### config.mk
export PLATFORM = sky130hd
export DESIGN_NAME = prg_loader_top
export DESIGN_NICKNAME = d
export VERILOG_FILES = /design/src/loader_pkg.sv /design/src/mem_port_if.sv /design/src/step_timer.sv /design/src/key_injector.sv /design/src/mem_slot_writer.sv /design/src/load_ctrl_fsm.sv /design/src/prg_loader_top.sv
export SDC_FILE = /design/constraint.sdc
export NUM_CORES = 1
export LEC_CHECK = 0
export BUFFER_PORTS_ARGS = -buffer_cell sky130_fd_sc_hd__buf_2
export CAP_MARGIN = 40
export CORE_MARGIN = 1.5
export CORE_UTILIZATION = 55
export CTS_CLUSTER_DIAMETER = 50
export DETAILED_ROUTE_END_ITERATION = 7
export PLACE_DENSITY = 0.86
export SLEW_MARGIN = 20
export SYNTH_ARGS = -nofsm -noshare
export SYNTH_HDL_FRONTEND = slang
export SYNTH_SLANG_ARGS = --single-unit
### constraint.sdc
create_clock -name clk_sys -period 2.6 [get_ports clk_sys]
set_input_delay 0.78 -clock clk_sys [delete_from_list [all_inputs] [get_ports clk_sys]]
set_output_delay 0.78 -clock clk_sys [all_outputs]
set_load 0.01 [all_outputs]
### src/loader_pkg.sv
// Loader shared definitions

`default_nettype none

package loader_pkg;

	// ====================
	// Basic types
	// ====================

	typedef logic [15:0] c64_addr_t;
	typedef logic [7:0]  byte_t;

	// PS/2 key event as delivered by the host
	typedef struct packed {
		logic       strobe;
		logic       pressed;
		logic       extended;
		logic [7:0] code;
	} ps2_key_t;

	// Loader FSM states
	typedef enum logic [2:0] {
		ST_IDLE,
		ST_HDR_LO,
		ST_HDR_HI,
		ST_BODY,
		ST_MEMINIT,
		ST_AUTOSTART
	} ld_state_t;

	// Scan codes typed by the autostart sequence
	typedef enum logic [7:0] {
		KEY_R      = 8'h2D,
		KEY_U      = 8'h3C,
		KEY_N      = 8'h31,
		KEY_RETURN = 8'h5A
	} key_code_e;

	// ====================
	// Constants
	// ====================

	localparam logic [31:0] KEY_STEP_CYCLES = 32'd1280000;
	localparam logic [3:0]  KEY_SEQ_STEPS   = 4'd8;
	localparam c64_addr_t   MEMINIT_LAST    = 16'h00FF;

	// BASIC text start as left by a cold start
	localparam byte_t TXT_PTR_LO = 8'h01;
	localparam byte_t TXT_PTR_HI = 8'h08;

endpackage

`default_nettype wire

### src/mem_port_if.sv
// Memory write request port

`timescale 1ns/1ps
`default_nettype none

interface mem_port_if
	import loader_pkg::*;
();

	logic      req;
	c64_addr_t addr;
	byte_t     data;
	// One-cycle pulse when the write has gone out
	logic      ack;

	modport ctrl (
		output req,
		output addr,
		output data,
		input  ack
	);

	modport writer (
		input  req,
		input  addr,
		input  data,
		output ack
	);

endinterface

`default_nettype wire

### src/step_timer.sv
// Key step timer

`timescale 1ns/1ps
`default_nettype none

module step_timer
	import loader_pkg::*;
#(
	parameter logic [31:0] STEP_CYCLES = KEY_STEP_CYCLES
) (
	input  wire logic clk_sys,
	input  wire logic reset_n,
	input  wire logic enable_i,
	output logic      step_o
);

	logic [31:0] count;
	logic        step_q;

	always_ff @(posedge clk_sys) begin
		if (!reset_n) begin
			count  <= '0;
			step_q <= 1'b0;
		end else if (!enable_i) begin
			// Idle timer starts each sequence from zero
			count  <= '0;
			step_q <= 1'b0;
		end else if (count == STEP_CYCLES - 32'd1) begin
			count  <= '0;
			step_q <= 1'b1;
		end else begin
			count  <= count + 32'd1;
			step_q <= 1'b0;
		end
	end

	assign step_o = step_q;

endmodule

`default_nettype wire

### src/key_injector.sv
// Autostart key injector

`timescale 1ns/1ps
`default_nettype none

module key_injector
	import loader_pkg::*;
(
	input  wire logic     clk_sys,
	input  wire logic     reset_n,
	input  wire logic     start_keys_i,
	input  wire logic     step_i,
	input  wire ps2_key_t ps2_key_i,
	output ps2_key_t      key_o,
	output logic          timer_en_o
);

	// Next step to emit, zero means passthrough
	logic [3:0] step_idx;
	ps2_key_t   key_q;
	key_code_e  seq_code;

	// Each key takes a press step and a release step
	always_comb begin
		case (step_idx)
			4'd1, 4'd2: seq_code = KEY_R;
			4'd3, 4'd4: seq_code = KEY_U;
			4'd5, 4'd6: seq_code = KEY_N;
			default:    seq_code = KEY_RETURN;
		endcase
	end

	always_ff @(posedge clk_sys) begin
		if (!reset_n) begin
			step_idx <= '0;
			key_q    <= ps2_key_i;
		end else if (start_keys_i) begin
			step_idx <= 4'd1;
		end else if (step_idx != '0) begin
			if (step_i) begin
				key_q.strobe   <= ~key_q.strobe;
				key_q.pressed  <= step_idx[0];
				key_q.extended <= 1'b0;
				key_q.code     <= seq_code;
				if (step_idx == KEY_SEQ_STEPS) begin
					step_idx <= '0;
				end else begin
					step_idx <= step_idx + 4'd1;
				end
			end
		end else begin
			key_q <= ps2_key_i;
		end
	end

	assign key_o      = key_q;
	assign timer_en_o = (step_idx != '0);

	// ====================
	// Checks
	// ====================

	a_step_range: assert property (@(posedge clk_sys) disable iff (!reset_n)
		step_idx <= KEY_SEQ_STEPS);

	// Timer only ticks while a sequence runs
	a_step_when_active: assert property (@(posedge clk_sys) disable iff (!reset_n)
		step_i |-> step_idx != '0);

endmodule

`default_nettype wire

### src/mem_slot_writer.sv
// Memory slot writer

`timescale 1ns/1ps
`default_nettype none

module mem_slot_writer
	import loader_pkg::*;
(
	input  wire logic  clk_sys,
	input  wire logic  reset_n,
	input  wire logic  io_cycle_i,
	mem_port_if.writer mem,
	output logic       mem_we_o,
	output c64_addr_t  mem_addr_o,
	output byte_t      mem_data_o
);

	logic io_cycle_q;
	logic slot_fall;
	logic we_q;

	// Free slot opens when io_cycle drops
	assign slot_fall = io_cycle_q && !io_cycle_i;

	always_ff @(posedge clk_sys) begin
		if (!reset_n) begin
			io_cycle_q <= 1'b0;
			we_q       <= 1'b0;
		end else begin
			io_cycle_q <= io_cycle_i;
			we_q       <= slot_fall && mem.req && !we_q;
		end
	end

	// Pending write is captured into the output registers
	always_ff @(posedge clk_sys) begin
		if (slot_fall && mem.req) begin
			mem_addr_o <= mem.addr;
			mem_data_o <= mem.data;
		end
	end

	assign mem_we_o = we_q;
	assign mem.ack  = we_q;

	// ====================
	// Checks
	// ====================

	a_we_single: assert property (@(posedge clk_sys) disable iff (!reset_n)
		mem_we_o |=> !mem_we_o);

	// Requester keeps its write steady until the ack
	a_req_hold: assert property (@(posedge clk_sys) disable iff (!reset_n)
		mem.req && !mem.ack |=> mem.req && $stable(mem.addr) && $stable(mem.data));

endmodule

`default_nettype wire

### src/load_ctrl_fsm.sv
// PRG load controller

`timescale 1ns/1ps
`default_nettype none

module load_ctrl_fsm
	import loader_pkg::*;
(
	input  wire logic      clk_sys,
	input  wire logic      reset_n,
	input  wire logic      ioctl_download_i,
	input  wire logic      ioctl_wr_i,
	input  wire c64_addr_t ioctl_addr_i,
	input  wire byte_t     ioctl_data_i,
	mem_port_if.ctrl       mem,
	output logic           ioctl_wait_o,
	output logic           start_keys_o
);

	ld_state_t state;
	c64_addr_t load_addr;
	c64_addr_t end_addr;
	c64_addr_t scan_addr;
	logic      req_q;
	c64_addr_t addr_q;
	byte_t     data_q;
	logic      tbl_hit;
	byte_t     tbl_data;

	// ====================
	// Zero-page pointer table
	// ====================

	// Same values a BASIC LOAD leaves behind
	always_comb begin
		tbl_hit  = 1'b1;
		tbl_data = '0;
		case (scan_addr)
			16'h002B: tbl_data = TXT_PTR_LO;
			16'h002C: tbl_data = TXT_PTR_HI;
			16'h00AC, 16'h00AD: tbl_data = '0;
			// VAR, ARY, STR and load end all point past the program
			16'h002D, 16'h002F, 16'h0031, 16'h00AE: tbl_data = end_addr[7:0];
			16'h002E, 16'h0030, 16'h0032, 16'h00AF: tbl_data = end_addr[15:8];
			default: tbl_hit = 1'b0;
		endcase
	end

	// ====================
	// State machine
	// ====================

	always_ff @(posedge clk_sys) begin
		if (!reset_n) begin
			state     <= ST_IDLE;
			req_q     <= 1'b0;
			scan_addr <= '0;
			load_addr <= '0;
			end_addr  <= '0;
			addr_q    <= '0;
			data_q    <= '0;
		end else begin
			case (state)
				ST_IDLE, ST_HDR_LO: begin
					// Header low byte is the first byte of the file
					if (!ioctl_download_i) begin
						state <= ST_IDLE;
					end else if (ioctl_wr_i && ioctl_addr_i == '0) begin
						load_addr[7:0] <= ioctl_data_i;
						end_addr[7:0]  <= ioctl_data_i;
						state          <= ST_HDR_HI;
					end else begin
						state <= ST_HDR_LO;
					end
				end
				ST_HDR_HI: begin
					if (!ioctl_download_i) begin
						state <= ST_IDLE;
					end else if (ioctl_wr_i) begin
						load_addr[15:8] <= ioctl_data_i;
						end_addr[15:8]  <= ioctl_data_i;
						state           <= ST_BODY;
					end
				end
				ST_BODY: begin
					if (req_q && mem.ack) begin
						req_q <= 1'b0;
					end
					if (ioctl_wr_i) begin
						req_q     <= 1'b1;
						addr_q    <= load_addr;
						data_q    <= ioctl_data_i;
						load_addr <= load_addr + 16'd1;
						end_addr  <= end_addr + 16'd1;
					end else if (!ioctl_download_i && !req_q) begin
						scan_addr <= '0;
						state     <= ST_MEMINIT;
					end
				end
				ST_MEMINIT: begin
					if (req_q) begin
						if (mem.ack) begin
							req_q     <= 1'b0;
							scan_addr <= scan_addr + 16'd1;
						end
					end else if (tbl_hit) begin
						req_q  <= 1'b1;
						addr_q <= scan_addr;
						data_q <= tbl_data;
					end else if (scan_addr == MEMINIT_LAST) begin
						state <= ST_AUTOSTART;
					end else begin
						scan_addr <= scan_addr + 16'd1;
					end
				end
				ST_AUTOSTART: state <= ST_IDLE;
				default: state <= ST_IDLE;
			endcase
		end
	end

	assign mem.req  = req_q;
	assign mem.addr = addr_q;
	assign mem.data = data_q;

	// Host is held off while a body byte is in flight or pointers go out
	assign ioctl_wait_o = (state == ST_BODY && req_q) || state == ST_MEMINIT;

	// Autostart state lasts exactly one cycle
	assign start_keys_o = (state == ST_AUTOSTART);

	a_no_wr_while_wait: assert property (@(posedge clk_sys) disable iff (!reset_n)
		ioctl_wait_o |-> !ioctl_wr_i);

endmodule

`default_nettype wire

### src/prg_loader_top.sv
// PRG loader and autostart top level

`timescale 1ns/1ps
`default_nettype none

module prg_loader_top
	import loader_pkg::*;
#(
	parameter logic [31:0] STEP_CYCLES = KEY_STEP_CYCLES
) (
	input  wire logic      clk_sys,
	input  wire logic      reset_n,

	// Host download stream
	input  wire logic      ioctl_download_i,
	input  wire logic      ioctl_wr_i,
	input  wire c64_addr_t ioctl_addr_i,
	input  wire byte_t     ioctl_data_i,
	output logic           ioctl_wait_o,

	// Core memory slot
	input  wire logic      io_cycle_i,
	output logic           mem_we_o,
	output c64_addr_t      mem_addr_o,
	output byte_t          mem_data_o,

	// Keyboard path
	input  wire ps2_key_t  ps2_key_i,
	output ps2_key_t       key_o
);

	logic start_keys;
	logic timer_en;
	logic step;

	mem_port_if mem_port ();

	// ====================
	// Download and RAM injection
	// ====================

	load_ctrl_fsm u_ctrl (
		.clk_sys          (clk_sys),
		.reset_n          (reset_n),
		.ioctl_download_i (ioctl_download_i),
		.ioctl_wr_i       (ioctl_wr_i),
		.ioctl_addr_i     (ioctl_addr_i),
		.ioctl_data_i     (ioctl_data_i),
		.mem              (mem_port.ctrl),
		.ioctl_wait_o     (ioctl_wait_o),
		.start_keys_o     (start_keys)
	);

	mem_slot_writer u_writer (
		.clk_sys    (clk_sys),
		.reset_n    (reset_n),
		.io_cycle_i (io_cycle_i),
		.mem        (mem_port.writer),
		.mem_we_o   (mem_we_o),
		.mem_addr_o (mem_addr_o),
		.mem_data_o (mem_data_o)
	);

	// ====================
	// Autostart keys
	// ====================

	step_timer #(
		.STEP_CYCLES (STEP_CYCLES)
	) u_timer (
		.clk_sys  (clk_sys),
		.reset_n  (reset_n),
		.enable_i (timer_en),
		.step_o   (step)
	);

	key_injector u_keys (
		.clk_sys      (clk_sys),
		.reset_n      (reset_n),
		.start_keys_i (start_keys),
		.step_i       (step),
		.ps2_key_i    (ps2_key_i),
		.key_o        (key_o),
		.timer_en_o   (timer_en)
	);

endmodule

`default_nettype wire

==> flow_summary.yaml <==
status:
  outcome: "complete, no violations"
clocking:
  cts_sinks: 150
  htree_levels: 4
  hold_buffers: 0
  clk_pin_slew_worst_paths_ps: 60
  numCtsBuffers: 17
  cts_tree: "done"
  clk_root_buffer_cell: "clkbuf_16"
  clockBufferDepth: 2
  clkLatencyLatePin_ps: 430
  post_cts_buffers: 0
final_layout:
  fin_area_um2: 8510
  seq_area_um2: 3350
  diodes: 0
  n_fill_cell: 1096
  syn_to_final_growth_pct: 14.9
  nNetsFinal: 978
  drive_above_1_share_pct: 16.0
  multi_input_area_um2: 3780
yosys:
  async_reset_ff_share_pct: 0
  synth.largest_area_cell: "dfxtp_1"
  synthFlopType: "dfxtp_1"
  yosys-top-cells-area: "dfxtp_1 (31%), edfxtp_1 (14%), nand2_1 (6.0%)"
  synth_top_area_share_pct: 31.1
  synthTopCellsByCount: "nand2_1 (119), dfxtp_1 (115), nor2_1 (95), nand3_1 (54), o21ai_0 (50)"
  yosysMostFrequentCell: "nand2_1"
  ys_seq_area_share_pct: 45.3
  synth_edf_count: 35
  synth_top_family_by_area: "simple AND/OR/NAND/NOR gates"
  yosys_register_bits: 150
  avgSynthCellArea_um2: 8.64
  syn-num-nets: 909
  synth-xor-area-share_pct: 3.55
  synth-simple-area-share_pct: 25.0
  synth_compound_area_share_pct: 20.1
  ys_warn_count: 0
  synth_fa_ha_area_share_pct: 1.86
  yosysUniqueCellTypes: 70
  synthMuxAreaShare_pct: 0.405
  syn_area_um2: 7410
  synth_cells: 858
global_routing:
  first_global_vias: 6222
  grt_max_degree: 49
  grt_antenna_before_repair: 0
  grt_overflow_total: 0
  grt_pass1_wl_um: 29000
  track_usage_pct: 25.2
routing:
  drt-total-wl_um: 17500
  drt_iter0_drc: 637
  drt.antenna.violating_nets: 0
  vias: 6715
  routed_via_density: 6.02
  firstDrtPassIters: 6
  drc: 0
  routedWlPerCell_um: 15.7
pwr:
  internal-power_w: 0.00375
  p_switching_w: 0.000980
  seqPwrFrac_pct: 50.6
  clkPwrFrac_pct: 46.5
  power-per-cell-area_nw_per_um2: 555
  combPwrFrac_pct: 2.9
  p_leak_nw: 3.11
  swShare_pct: 20.7
  worst_ir_drop_vdd_mv: 0.394
timing:
  slew_violations: 0
  skew_ps: 8.18
  max_freq_mhz: 409
  finalHoldViolations: 0
  setup_ws_ps: 157
  setup_violations: 0
  fin_setup_tns_ps: 0
  min_period_ps: 2440
  whs_ps: 425
  rsz0062_at_grt: "no"
  timing.final.crit_share_pct: 93.9
  relSlewSlack_pct: 53.2
  worstMarginPinSlew_ps: 692
die:
  core_area_um2: 13200
  rows: 42
  ios: 77
  die_w_um: 119
  start_util_pct: 56.2
  fp.dieH_um: 119
  dieArea_um2: 14200
placement:
  placed_cell_area_um2: 8000
  port-buffer-count: 76
  pre_cts_ws_ps: 86.0
  place.gp.congestion: 0.925
  dpl.hpwl_um: 12100
critical_path:
  cp.required_ps: 1820
  end_kind: "output port"
  slowest_stage: "dfxtp_1"
  cp.arrival_ps: 1660
  cpPeakStageDelay_ps: 440
  cpMostUsedCell: "nand2_1"
  path_cells: "nor2b_1 > and2_1 > nand2_1 > nand2_1 > buf_2"
  crit_path_start_kind: "flip-flop"
  critPathMaxFanout: 7
  crit_type: "reg2out"
min_path:
  min_path_type: "reg2reg"
run:
  cap_viol_max_count: 0
## metrics by stage
step	util, %	power (W)	instances
floorplan	-	0.00251	858
detailed placement	60.6	0.00258	1084
global route	64.6	0.00486	1116
global placement	60.6	0.00257	1083
CTS	64.5	0.00475	1116
finish	64.6	0.00473	1116
## worst max-delay path, delay by kind of cell (launching register included)
family                 cells  cell delay, ps
and+or+nand+nor            4             660
DFF                        1             440
buffers and inverters      1             140
## sequential cells by signal, summed over array words and instances, names as in the netlist
name                 flops
u_ctrl.scan_addr        16
u_ctrl.mem.req           1
u_ctrl.mem.addr         16
u_ctrl.end_addr         16
u_timer.step_o           1
u_writer.mem_addr_o     16
u_timer.count           32
u_ctrl.state             3
u_writer.mem_data_o      8
u_ctrl.mem.data          8
u_writer.io_cycle_q      1
u_ctrl.load_addr        16
u_keys.step_idx          4
u_keys.key_o            11
u_writer.mem.ack         1
## power by group through the flow
stage | clock [W] | sequential, W | combinational, W
floorplan | 0 | 0.00245 | 0.0000624
global placement | 0 | 0.00244 | 0.000131
detailed placement | 0 | 0.00244 | 0.000134
CTS | 0.00222 | 0.00239 | 0.000135
global route | 0.00232 | 0.00239 | 0.000149
finish | 0.00220 | 0.00239 | 0.000138
## cells in the final DEF, fill, tap and decap left out, types with 16 or more instances in the layout
master / netlist / final
nand3_1: 54 / 54
o31ai_1: 16 / 16
edfxtp_1: 35 / 35
o21ai_0: 50 / 50
buf_2: 7 / 76
buf_4: 4 / 25
clkbuf_16: 0 / 17
nor2_1: 95 / 95
a311oi_1: 17 / 17
a21oi_1: 39 / 39
dfxtp_1: 115 / 114
and3_1: 19 / 19
nand2_1: 119 / 119
## layout make-up
cell class              count  share of cell area (%)
clock buffers              26                    5.39
clock inverters             6                   0.661
inverters                  16                   0.705
multi-input cells         640                    44.3
flip-flops and latches    150                    39.4
well taps                 176                    2.59
repair buffers            102                    6.91
## repair_timing
action,4_1_cts,5_1_grt
resized for setup,0,2
endpoints found under the setup margin,0,8
endpoints found under the hold margin,0,0
## routing by layer
metal | share of wire [%] | global-route usage [%] | vias to the layer above
li1 | - | - | 3270
met1 | 45 | 33.2 | 3130
met2 | 45 | 39.9 | 272
met3 | 7.5 | 5.17 | 43
met4 | 2.6 | 11.4 | 0
met5 | 0 | 0 | -
## logic make-up after synthesis
kind of cell | Yosys count
AOI/OAI and AO/OA | 215
xor gates and xnor gates | 30
adders and majority gates | 11
buffers and inverters | 68
DFF | 150
muxes | 3
and+or+nand+nor | 381
## worst paths after layout
kind,start,cells past startpoint,slack (ps),endpoint
worst min register to register,u_ctrl.mem.data[1]$_SDFFE_PN0P_,0,430,u_writer.mem_data_o[1]$_DFFE_PP_
worst max register to register,u_ctrl.scan_addr[0]$_SDFFE_PN0P_,7,180,u_ctrl.scan_addr[10]$_SDFFE_PN0P_
worst max-delay path,u_ctrl.state[1]$_SDFFE_PN0P_,5,160,ioctl_wait_o
worst min-delay path,u_ctrl.mem.data[1]$_SDFFE_PN0P_,0,430,u_writer.mem_data_o[1]$_DFFE_PP_
Power figures use the tool's default switching activity.
